## src/source/decode_pkg.sv

```systemverilog
package decode_pkg;

    localparam int WORD_W     = 32;
    localparam int REG_ADDR_W = 5;
    localparam int NUM_REGS   = 32;
    localparam int ALU_OP_W   = 12;
    localparam int BR_OP_W    = 9;

    typedef logic [WORD_W-1:0]     word_t;
    typedef logic [REG_ADDR_W-1:0] reg_addr_t;
    typedef logic [ALU_OP_W-1:0]   alu_op_t;
    typedef logic [BR_OP_W-1:0]    br_op_t;

    // one-hot bit positions in alu_op_t
    localparam int ALU_ADD  = 0;
    localparam int ALU_SUB  = 1;
    localparam int ALU_SLT  = 2;
    localparam int ALU_SLTU = 3;
    localparam int ALU_AND  = 4;
    localparam int ALU_NOR  = 5;
    localparam int ALU_OR   = 6;
    localparam int ALU_XOR  = 7;
    localparam int ALU_SLL  = 8;
    localparam int ALU_SRL  = 9;
    localparam int ALU_SRA  = 10;
    localparam int ALU_LUI  = 11;

    // one-hot bit positions in br_op_t
    localparam int BR_BEQ  = 0;
    localparam int BR_BNE  = 1;
    localparam int BR_BLT  = 2;
    localparam int BR_BGE  = 3;
    localparam int BR_BLTU = 4;
    localparam int BR_BGEU = 5;
    localparam int BR_JIRL = 6;
    localparam int BR_B    = 7;
    localparam int BR_BL   = 8;

    // bits 31:26
    localparam logic [5:0] OP6_ALU       = 6'h00;
    localparam logic [5:0] OP6_LU12I     = 6'h05;
    localparam logic [5:0] OP6_PCADDU12I = 6'h07;
    localparam logic [5:0] OP6_MEM       = 6'h0a;
    localparam logic [5:0] OP6_JIRL      = 6'h13;
    localparam logic [5:0] OP6_B         = 6'h14;
    localparam logic [5:0] OP6_BL        = 6'h15;
    localparam logic [5:0] OP6_BEQ       = 6'h16;
    localparam logic [5:0] OP6_BNE       = 6'h17;
    localparam logic [5:0] OP6_BLT       = 6'h18;
    localparam logic [5:0] OP6_BGE       = 6'h19;
    localparam logic [5:0] OP6_BLTU      = 6'h1a;
    localparam logic [5:0] OP6_BGEU      = 6'h1b;

    // bits 25:22
    localparam logic [3:0] OP4_3R        = 4'h0;
    localparam logic [3:0] OP4_SHIFT_IMM = 4'h1;
    localparam logic [3:0] OP4_LD_W      = 4'h2;
    localparam logic [3:0] OP4_ST_W      = 4'h6;
    localparam logic [3:0] OP4_SLTI      = 4'h8;
    localparam logic [3:0] OP4_SLTUI     = 4'h9;
    localparam logic [3:0] OP4_ADDI_W    = 4'ha;
    localparam logic [3:0] OP4_ANDI      = 4'hd;
    localparam logic [3:0] OP4_ORI       = 4'he;
    localparam logic [3:0] OP4_XORI      = 4'hf;

    // bits 21:20
    localparam logic [1:0] OP2_SHIFT_IMM = 2'h0;
    localparam logic [1:0] OP2_3R        = 2'h1;

    // bits 19:15
    localparam logic [4:0] OP5_ADD_W  = 5'h00;
    localparam logic [4:0] OP5_SLLI_W = 5'h01;
    localparam logic [4:0] OP5_SUB_W  = 5'h02;
    localparam logic [4:0] OP5_SLT    = 5'h04;
    localparam logic [4:0] OP5_SLTU   = 5'h05;
    localparam logic [4:0] OP5_NOR    = 5'h08;
    localparam logic [4:0] OP5_AND    = 5'h09;
    localparam logic [4:0] OP5_SRLI_W = 5'h09;
    localparam logic [4:0] OP5_OR     = 5'h0a;
    localparam logic [4:0] OP5_XOR    = 5'h0b;
    localparam logic [4:0] OP5_SLL_W  = 5'h0e;
    localparam logic [4:0] OP5_SRL_W  = 5'h0f;
    localparam logic [4:0] OP5_SRA_W  = 5'h10;
    localparam logic [4:0] OP5_SRAI_W = 5'h11;

    localparam reg_addr_t ZERO_REG   = 5'd0;
    localparam reg_addr_t LINK_REG   = 5'd1;
    localparam word_t     RET_OFFSET = 32'd4;

endpackage

```

## src/source/inst_decoder.sv

```systemverilog
`timescale 1ns/10ps

module inst_decoder (
    input  decode_pkg::word_t     inst,
    output decode_pkg::alu_op_t   alu_op,
    output decode_pkg::br_op_t    br_op,
    output logic                  src1_is_pc,
    output logic                  src2_is_imm,
    output decode_pkg::word_t     imm,
    output decode_pkg::word_t     br_offs,
    output logic                  gr_we,
    output decode_pkg::reg_addr_t dest,
    output logic                  res_from_mem,
    output logic                  mem_store,
    output decode_pkg::reg_addr_t raddr1,
    output decode_pkg::reg_addr_t raddr2,
    output logic                  reads_rj,
    output logic                  reads_rkd
);
    import decode_pkg::*;

    logic [5:0]  op_31_26;
    logic [3:0]  op_25_22;
    logic [1:0]  op_21_20;
    logic [4:0]  op_19_15;
    reg_addr_t   rd;
    reg_addr_t   rj;
    reg_addr_t   rk;
    logic [11:0] i12;
    logic [15:0] i16;
    logic [19:0] i20;
    logic [25:0] i26;

    logic is_3r;
    logic is_shift_imm;
    logic inst_3r;
    logic br_cond;
    logic src2_is_4;
    logic need_ui12;
    logic need_ui20;
    logic src_reg_is_rd;

    assign op_31_26 = inst[31:26];
    assign op_25_22 = inst[25:22];
    assign op_21_20 = inst[21:20];
    assign op_19_15 = inst[19:15];

    assign rd  = inst[4:0];
    assign rj  = inst[9:5];
    assign rk  = inst[14:10];
    assign i12 = inst[21:10];
    assign i16 = inst[25:10];
    assign i20 = inst[24:5];
    // b and bl split the offset across two fields
    assign i26 = {inst[9:0], inst[25:10]};

    assign is_3r = (op_31_26 == OP6_ALU) && (op_25_22 == OP4_3R) && (op_21_20 == OP2_3R);
    assign is_shift_imm = (op_31_26 == OP6_ALU) && (op_25_22 == OP4_SHIFT_IMM)
                          && (op_21_20 == OP2_SHIFT_IMM);

    always_comb begin
        alu_op = '0;
        alu_op[ALU_ADD] = (is_3r && op_19_15 == OP5_ADD_W)
                          || (op_31_26 == OP6_ALU && op_25_22 == OP4_ADDI_W)
                          || (op_31_26 == OP6_MEM && op_25_22 == OP4_LD_W)
                          || (op_31_26 == OP6_MEM && op_25_22 == OP4_ST_W)
                          || (op_31_26 == OP6_JIRL) || (op_31_26 == OP6_BL)
                          || (op_31_26 == OP6_PCADDU12I && !op_25_22[3]);
        alu_op[ALU_SUB] = is_3r && op_19_15 == OP5_SUB_W;
        alu_op[ALU_SLT] = (is_3r && op_19_15 == OP5_SLT)
                          || (op_31_26 == OP6_ALU && op_25_22 == OP4_SLTI);
        alu_op[ALU_SLTU] = (is_3r && op_19_15 == OP5_SLTU)
                           || (op_31_26 == OP6_ALU && op_25_22 == OP4_SLTUI);
        alu_op[ALU_AND] = (is_3r && op_19_15 == OP5_AND)
                          || (op_31_26 == OP6_ALU && op_25_22 == OP4_ANDI);
        alu_op[ALU_NOR] = is_3r && op_19_15 == OP5_NOR;
        alu_op[ALU_OR] = (is_3r && op_19_15 == OP5_OR)
                         || (op_31_26 == OP6_ALU && op_25_22 == OP4_ORI);
        alu_op[ALU_XOR] = (is_3r && op_19_15 == OP5_XOR)
                          || (op_31_26 == OP6_ALU && op_25_22 == OP4_XORI);
        alu_op[ALU_SLL] = (is_3r && op_19_15 == OP5_SLL_W)
                          || (is_shift_imm && op_19_15 == OP5_SLLI_W);
        alu_op[ALU_SRL] = (is_3r && op_19_15 == OP5_SRL_W)
                          || (is_shift_imm && op_19_15 == OP5_SRLI_W);
        alu_op[ALU_SRA] = (is_3r && op_19_15 == OP5_SRA_W)
                          || (is_shift_imm && op_19_15 == OP5_SRAI_W);
        alu_op[ALU_LUI] = op_31_26 == OP6_LU12I && !op_25_22[3];
    end

    always_comb begin
        br_op = '0;
        br_op[BR_BEQ]  = op_31_26 == OP6_BEQ;
        br_op[BR_BNE]  = op_31_26 == OP6_BNE;
        br_op[BR_BLT]  = op_31_26 == OP6_BLT;
        br_op[BR_BGE]  = op_31_26 == OP6_BGE;
        br_op[BR_BLTU] = op_31_26 == OP6_BLTU;
        br_op[BR_BGEU] = op_31_26 == OP6_BGEU;
        br_op[BR_JIRL] = op_31_26 == OP6_JIRL;
        br_op[BR_B]    = op_31_26 == OP6_B;
        br_op[BR_BL]   = op_31_26 == OP6_BL;
    end

    // register-register forms among the recognised ones
    assign inst_3r = is_3r && (|alu_op);
    assign br_cond = |br_op[BR_BGEU:BR_BEQ];

    assign mem_store    = (op_31_26 == OP6_MEM) && (op_25_22 == OP4_ST_W);
    assign res_from_mem = (op_31_26 == OP6_MEM) && (op_25_22 == OP4_LD_W);

    assign src2_is_4 = br_op[BR_JIRL] | br_op[BR_BL];
    assign need_ui12 = (op_31_26 == OP6_ALU)
                       && (op_25_22 == OP4_ANDI || op_25_22 == OP4_ORI
                           || op_25_22 == OP4_XORI);
    assign need_ui20 = alu_op[ALU_LUI]
                       | (op_31_26 == OP6_PCADDU12I && !op_25_22[3]);

    assign imm = src2_is_4 ? RET_OFFSET :
                 need_ui20 ? {i20, 12'b0} :
                 need_ui12 ? {20'b0, i12} :
                             {{20{i12[11]}}, i12};

    assign br_offs = (br_op[BR_B] | br_op[BR_BL]) ? {{4{i26[25]}}, i26, 2'b0} :
                                                    {{14{i16[15]}}, i16, 2'b0};

    assign src1_is_pc  = br_op[BR_JIRL] | br_op[BR_BL] | (need_ui20 & ~alu_op[ALU_LUI]);
    assign src2_is_imm = (|alu_op) & ~inst_3r;

    // every alu user writes back, except the store
    assign gr_we = (|alu_op) & ~mem_store;
    assign dest  = br_op[BR_BL] ? LINK_REG : rd;

    assign src_reg_is_rd = br_cond | mem_store;
    assign raddr1 = rj;
    assign raddr2 = src_reg_is_rd ? rd : rk;

    assign reads_rj  = ((|alu_op) & ~need_ui20 & ~br_op[BR_BL]) | br_cond;
    assign reads_rkd = inst_3r | mem_store | br_cond;

    onehot_ops: assert final ($onehot0(alu_op) && $onehot0(br_op));

endmodule

```

## src/source/reg_file.sv

```systemverilog
`timescale 1ns/10ps

module reg_file (
    input  logic                  clk,
    input  decode_pkg::reg_addr_t raddr1,
    input  decode_pkg::reg_addr_t raddr2,
    input  logic                  we,
    input  decode_pkg::reg_addr_t waddr,
    input  decode_pkg::word_t     wdata,
    output decode_pkg::word_t     rdata1,
    output decode_pkg::word_t     rdata2
);
    import decode_pkg::*;

    word_t regs [NUM_REGS];

    // r0 is never written
    always_ff @(posedge clk) begin
        if (we && waddr != ZERO_REG) begin
            regs[waddr] <= wdata;
        end
    end

    assign rdata1 = (raddr1 == ZERO_REG) ? '0 : regs[raddr1];
    assign rdata2 = (raddr2 == ZERO_REG) ? '0 : regs[raddr2];

    // same-edge writes are covered by forwarding, not here
    write_then_read: assert property (
        @(posedge clk) (we && waddr != ZERO_REG)
            |=> (raddr1 != $past(waddr) || rdata1 == $past(wdata))
    );

endmodule

```

## src/source/operand_forward.sv

```systemverilog
`timescale 1ns/10ps

module operand_forward (
    input  decode_pkg::reg_addr_t raddr1,
    input  decode_pkg::reg_addr_t raddr2,
    input  logic                  reads_rj,
    input  logic                  reads_rkd,
    input  decode_pkg::word_t     rdata1,
    input  decode_pkg::word_t     rdata2,
    input  logic                  es_valid,
    input  logic                  es_we,
    input  logic                  es_res_from_mem,
    input  decode_pkg::reg_addr_t es_dest,
    input  decode_pkg::word_t     es_result,
    input  logic                  ms_valid,
    input  logic                  ms_we,
    input  decode_pkg::reg_addr_t ms_dest,
    input  decode_pkg::word_t     ms_result,
    input  logic                  rf_we,
    input  decode_pkg::reg_addr_t rf_waddr,
    input  decode_pkg::word_t     rf_wdata,
    output decode_pkg::word_t     rj_value,
    output decode_pkg::word_t     rkd_value,
    output logic                  load_stall
);
    import decode_pkg::*;

    logic es_fwd_ok;
    logic es_load;
    logic ms_fwd_ok;

    // youngest producer wins
    function automatic word_t fwd_value(input reg_addr_t raddr, input word_t rdata);
        if (raddr == ZERO_REG) begin
            return '0;
        end else if (es_fwd_ok && raddr == es_dest) begin
            return es_result;
        end else if (ms_fwd_ok && raddr == ms_dest) begin
            return ms_result;
        end else if (rf_we && raddr == rf_waddr) begin
            return rf_wdata;
        end
        return rdata;
    endfunction

    function automatic logic load_hit(input logic reads, input reg_addr_t raddr);
        return reads && (raddr != ZERO_REG) && (raddr == es_dest);
    endfunction

    assign es_fwd_ok = es_valid && es_we && !es_res_from_mem;
    assign es_load   = es_valid && es_we && es_res_from_mem;
    assign ms_fwd_ok = ms_valid && ms_we;

    assign rj_value  = fwd_value(raddr1, rdata1);
    assign rkd_value = fwd_value(raddr2, rdata2);

    // load data only exists after memory, so wait one cycle
    assign load_stall = es_load && (load_hit(reads_rj, raddr1) || load_hit(reads_rkd, raddr2));

    stall_needs_es: assert final (es_valid || !load_stall);

endmodule

```

## src/source/branch_unit.sv

```systemverilog
`timescale 1ns/10ps

module branch_unit (
    input  decode_pkg::br_op_t br_op,
    input  decode_pkg::word_t  pc,
    input  decode_pkg::word_t  br_offs,
    input  decode_pkg::word_t  rj_value,
    input  decode_pkg::word_t  rkd_value,
    output logic               cond_true,
    output decode_pkg::word_t  target
);
    import decode_pkg::*;

    logic  equal;
    logic  less_s;
    logic  less_u;
    word_t base;

    assign equal  = rj_value == rkd_value;
    assign less_s = $signed(rj_value) < $signed(rkd_value);
    assign less_u = rj_value < rkd_value;

    always_comb begin
        cond_true = 1'b0;
        if (br_op[BR_BEQ] && equal) begin
            cond_true = 1'b1;
        end
        if (br_op[BR_BNE] && !equal) begin
            cond_true = 1'b1;
        end
        if ((br_op[BR_BLT] && less_s) || (br_op[BR_BGE] && !less_s)) begin
            cond_true = 1'b1;
        end
        if ((br_op[BR_BLTU] && less_u) || (br_op[BR_BGEU] && !less_u)) begin
            cond_true = 1'b1;
        end
        // unconditional jumps
        if (br_op[BR_JIRL] || br_op[BR_B] || br_op[BR_BL]) begin
            cond_true = 1'b1;
        end
    end

    // jirl is register relative, everything else pc relative
    assign base   = br_op[BR_JIRL] ? rj_value : pc;
    assign target = base + br_offs;

endmodule

```

## src/source/decode_stage.sv

```systemverilog
`timescale 1ns/10ps

module decode_stage (
    input  logic                  clk,
    input  logic                  reset,
    input  logic                  fs_to_ds_valid,
    input  decode_pkg::word_t     fs_pc,
    input  decode_pkg::word_t     fs_inst,
    input  logic                  es_allowin,
    input  logic                  es_valid,
    input  logic                  es_we,
    input  logic                  es_res_from_mem,
    input  decode_pkg::reg_addr_t es_dest,
    input  decode_pkg::word_t     es_result,
    input  logic                  ms_valid,
    input  logic                  ms_we,
    input  decode_pkg::reg_addr_t ms_dest,
    input  decode_pkg::word_t     ms_result,
    input  logic                  rf_we,
    input  decode_pkg::reg_addr_t rf_waddr,
    input  decode_pkg::word_t     rf_wdata,
    output logic                  ds_allowin,
    output logic                  ds_to_es_valid,
    output decode_pkg::word_t     ds_pc,
    output decode_pkg::alu_op_t   alu_op,
    output logic                  src1_is_pc,
    output logic                  src2_is_imm,
    output decode_pkg::word_t     imm,
    output decode_pkg::word_t     rj_value,
    output decode_pkg::word_t     rkd_value,
    output logic                  gr_we,
    output decode_pkg::reg_addr_t dest,
    output logic                  res_from_mem,
    output logic                  mem_store,
    output logic                  br_taken,
    output decode_pkg::word_t     br_target
);
    import decode_pkg::*;

    logic      ds_valid;
    word_t     ds_inst;
    logic      ds_ready_go;
    br_op_t    br_op;
    word_t     br_offs;
    logic      dec_gr_we;
    reg_addr_t raddr1;
    reg_addr_t raddr2;
    logic      reads_rj;
    logic      reads_rkd;
    word_t     rf_rdata1;
    word_t     rf_rdata2;
    logic      load_stall;
    logic      cond_true;

    assign ds_ready_go    = !load_stall;
    assign ds_allowin     = !ds_valid || (ds_ready_go && es_allowin);
    assign ds_to_es_valid = ds_valid && ds_ready_go;
    assign br_taken       = ds_valid && ds_ready_go && cond_true;
    // a bubble never writes back
    assign gr_we          = ds_valid && dec_gr_we;

    // taken branch kills the stage
    always_ff @(posedge clk) begin
        if (reset) begin
            ds_valid <= 1'b0;
        end else if (br_taken) begin
            ds_valid <= 1'b0;
        end else if (ds_allowin) begin
            ds_valid <= fs_to_ds_valid;
        end
    end

    always_ff @(posedge clk) begin
        if (fs_to_ds_valid && ds_allowin) begin
            ds_pc   <= fs_pc;
            ds_inst <= fs_inst;
        end
    end

    inst_decoder inst_decoder_inst (
        .inst         (ds_inst),
        .alu_op       (alu_op),
        .br_op        (br_op),
        .src1_is_pc   (src1_is_pc),
        .src2_is_imm  (src2_is_imm),
        .imm          (imm),
        .br_offs      (br_offs),
        .gr_we        (dec_gr_we),
        .dest         (dest),
        .res_from_mem (res_from_mem),
        .mem_store    (mem_store),
        .raddr1       (raddr1),
        .raddr2       (raddr2),
        .reads_rj     (reads_rj),
        .reads_rkd    (reads_rkd)
    );

    reg_file reg_file_inst (
        .clk    (clk),
        .raddr1 (raddr1),
        .raddr2 (raddr2),
        .we     (rf_we),
        .waddr  (rf_waddr),
        .wdata  (rf_wdata),
        .rdata1 (rf_rdata1),
        .rdata2 (rf_rdata2)
    );

    operand_forward operand_forward_inst (
        .raddr1          (raddr1),
        .raddr2          (raddr2),
        .reads_rj        (reads_rj),
        .reads_rkd       (reads_rkd),
        .rdata1          (rf_rdata1),
        .rdata2          (rf_rdata2),
        .es_valid        (es_valid),
        .es_we           (es_we),
        .es_res_from_mem (es_res_from_mem),
        .es_dest         (es_dest),
        .es_result       (es_result),
        .ms_valid        (ms_valid),
        .ms_we           (ms_we),
        .ms_dest         (ms_dest),
        .ms_result       (ms_result),
        .rf_we           (rf_we),
        .rf_waddr        (rf_waddr),
        .rf_wdata        (rf_wdata),
        .rj_value        (rj_value),
        .rkd_value       (rkd_value),
        .load_stall      (load_stall)
    );

    branch_unit branch_unit_inst (
        .br_op     (br_op),
        .pc        (ds_pc),
        .br_offs   (br_offs),
        .rj_value  (rj_value),
        .rkd_value (rkd_value),
        .cond_true (cond_true),
        .target    (br_target)
    );

    empty_stage_quiet: assert property (
        @(posedge clk) disable iff (reset) !ds_valid |-> !ds_to_es_valid && !br_taken
    );

    taken_branch_empties: assert property (
        @(posedge clk) disable iff (reset) br_taken |=> !ds_valid
    );

endmodule

```

## config.mk

```make
export PLATFORM = sky130hd
export DESIGN_NAME = decode_stage
export DESIGN_NICKNAME = d
export VERILOG_FILES = /design/src/source/decode_pkg.sv /design/src/source/inst_decoder.sv /design/src/source/reg_file.sv /design/src/source/operand_forward.sv /design/src/source/branch_unit.sv /design/src/source/decode_stage.sv
export SDC_FILE = /design/constraint.sdc
export NUM_CORES = 2
export LEC_CHECK = 0
export BUFFER_PORTS_ARGS = -buffer_cell sky130_fd_sc_hd__buf_2
export CAP_MARGIN = 10
export CORE_UTILIZATION = 55
export CTS_CLUSTER_DIAMETER = 30
export DETAILED_ROUTE_END_ITERATION = 8
export HOLD_SLACK_MARGIN = 0.02
export PLACE_DENSITY_LB_ADDON = 0.1
export SLEW_MARGIN = 20
export SYNTH_ARGS = -nofsm -noshare
export SYNTH_HDL_FRONTEND = slang
export SYNTH_SLANG_ARGS = --single-unit
```

## constraint.sdc

```tcl
create_clock -name clk -period 15.9 [get_ports clk]
set_clock_uncertainty 0.1 [all_clocks]
set_input_delay 3.18 -clock clk [delete_from_list [all_inputs] [get_ports clk]]
set_output_delay 3.18 -clock clk [all_outputs]
set_load 0.01 [all_outputs]
```

==> flow_summary.json <==
{
  "status": "completed",
  "min_from": "ds_valid$_SDFFE_PP0N_",
  "reg2reg_depth": 22,
  "grt_max_degree": 164,
  "grt_pass1_wl_um": 310000,
  "post_cts_resized": 0,
  "cp.required_ps": 12620,
  "cellPowerDensity_nw_per_um2": 138,
  "fillerInstances": 7250,
  "fin_crit_ps": 12820,
  "synth_area_leader_cell": "edfxtp_1",
  "cts_root_buf": "clkbuf_16",
  "slew_headroom_pct": 18.7,
  "numPortBuffers": 369,
  "clock_latency_ps": 830,
  "firstDrtPassIters": 8,
  "initial_utilization_pct": 55.8,
  "ff_latch_area_um2": 32800,
  "core_um2": 102000,
  "drv_cap": 0,
  "max_slew.worst_pin.slew_ps": 1200,
  "die-area_um2": 105000,
  "gp_congestion": 0.964,
  "fin_area_um2": 68500,
  "synth_top_area_share_pct": 57.2,
  "syn_area_um2": 57100,
  "peakVddDrop_uv": 104,
  "synthMostInstantiatedCell": "edfxtp_1",
  "startpoint_type": "primary input",
  "antenna_found_initial": 14,
  "synth_top_flop_cell": "edfxtp_1",
  "synth_top_cells_by_count": "edfxtp_1, nand2_1, mux4_2",
  "cts_buffer_depth": 3,
  "cp-startpoint": "es_dest[3]",
  "cts_tree": "built",
  "ant_nets": 0,
  "synth_edf_count": 1088,
  "io_pins": 370,
  "arrival_ps": 9530,
  "setup-violations-final": 0,
  "slew_viol_final": 0,
  "gr-total-overflow": 0,
  "pre_cts_ws_ps": 3300,
  "r2r_setup_slack_ps": 7200,
  "path_max_fanout": 66,
  "grt_pass1_vias": 41520,
  "p_leak_uw": 0.0246,
  "synth_cell_types": 90,
  "finalCritPeriodShare_pct": 80.6,
  "die_w_um": 324,
  "vias": 43977,
  "nNetsFinal": 4762,
  "hold_path.class": "reg -> reg",
  "critPathCaptureType": "output pin",
  "die-height_um": 324,
  "cts_setup_buffers": 0,
  "post-dp-hpwl_um": 131000,
  "wl_per_cell_um": 36.3,
  "path_clk_slew_ps": 40,
  "multi_input_area_um2": 23300,
  "syn_avg_cell_area_um2": 13.8,
  "tns_ps": 0,
  "drc": 0,
  "ys_ff_latch": 1094,
  "r2r_end": "ds_valid$_SDFFE_PP0N_",
  "avgViaCountPerCell": 7.23,
  "area_growth_pct": 19.8,
  "synth-warning-count": 0,
  "numClockSinks": 1094,
  "setup_ws_ps": 3090,
  "async_flop_share_pct": 0,
  "synth_cells": 4142,
  "crit_type": "in -> out",
  "clock.fmax_ghz": 0.0780,
  "first_iter_violations": 6996,
  "finalWirelength_um": 221000,
  "rows": 117,
  "htreeDepth": 4,
  "drive_gt1_share_pct": 27.7,
  "ys_top_cells_by_area": "edfxtp_1, mux4_2, mux2i_1",
  "crit-reg2reg-launch": "ds_inst[28]$_DFFE_PP_",
  "ys_seq_area_share_pct": 57.4,
  "holdBufCountCts": 0,
  "min_to": "ds_valid$_SDFFE_PP0N_",
  "grtUsageTotal_pct": 41.6,
  "hold_depth": 2,
  "place_area_um2": 60600,
  "final-hold-violation-count": 0,
  "rsz0062_at_grt": "no",
  "cts_buffers": 223
}
[power by group]
group / internal [uW] / switching [uW]
registers: 3230 / 63.4
logic: 494 / 888
clock network: 3160 / 1640
total: 6880 / 2590
[critical path, stage by stage]
cell	delay, ps
buf_2	110
xor2_1	160
nor3_1	110
nand3_4	80
buf_4	570
nand3_2	920
o21ai_4	250
buf_4	420
o22ai_1	230
mux2_2	340
ha_1	360
a21o_1	210
a21o_1	180
a221oi_1	240
a21boi_0	450
o21ai_0	390
a2111o_1	560
a311o_1	280
a21oi_1	170
xnor2_1	130
buf_2	150
[logic make-up after synthesis]
logic type	count (synthesis)	synth area share (%)
other cells	1	0.00656
buf+inv	366	2.65
simple gates	1127	9.34
mux	605	17.8
compound gates	829	10.6
fa+ha+maj	62	1.37
xor+xnor	58	0.889
flops	1094	57.4
[per-stage QoR]
stage | hold slack (ps) | util [%] | power (uW) | std cells
6_report | 649 | 66.9 | 9480 | 6083
5_1_grt | 710 | 66.9 | 9660 | 6082
4_1_cts | 665 | 66.9 | 9430 | 6080
3_5_place_dp | 659 | 59.3 | 4670 | 5657
3_3_place_gp | 668 | 59.2 | 4670 | 5657
2_1_floorplan | 657 | - | 4090 | 4173
[worst max-delay path by stage]
stage / to / cells after the start
finish: br_target[31] / 21
global route: br_target[31] / 21
CTS: br_target[31] / 21
detailed placement: br_target[31] / 21
global placement: br_target[31] / 21
floorplan: br_target[31] / 20
[state kept, by name, summed over array words and instances (netlist names), named ones only]
name / flops
ds_valid: 1
ds_inst: 32
ds_pc: 32
reg_file_inst.regs: 1024
[final cells by class]
cell class / count / area share, %
clock inverters: 174 / 3.07
clock buffers: 249 / 8.36
repair buffers: 461 / 3.92
well taps: 1368 / 2.50
multi-input cells: 2713 / 34.1
inverters: 22 / 0.121
flip-flops and latches: 1094 / 47.9
diodes: 2 / 0.00731
[layout by cell type, fill, tap and decap left out, types with 50 or more instances in the layout]
master and n:
a21oi_1 153, buf_2 370, a31oi_1 72, and3_1 142, nand2_1 615, ha_1 61
edfxtp_1 1088, buf_4 79, clkbuf_16 225, a211oi_1 89, or4_1 50, or3_1 54
o221ai_1 78, mux2i_1 243, o21ai_0 77, nor2_1 75, mux4_2 322
[routing by layer]
metal	wire [um]	vias up	track usage, %
met5	167	-	0
met4	14400	22	23.8
met3	35300	762	16.4
met2	93400	3796	59.1
met1	77800	21844	54.5
li1	-	17553	-
No activity file was read; power rests on OpenSTA's default activity.
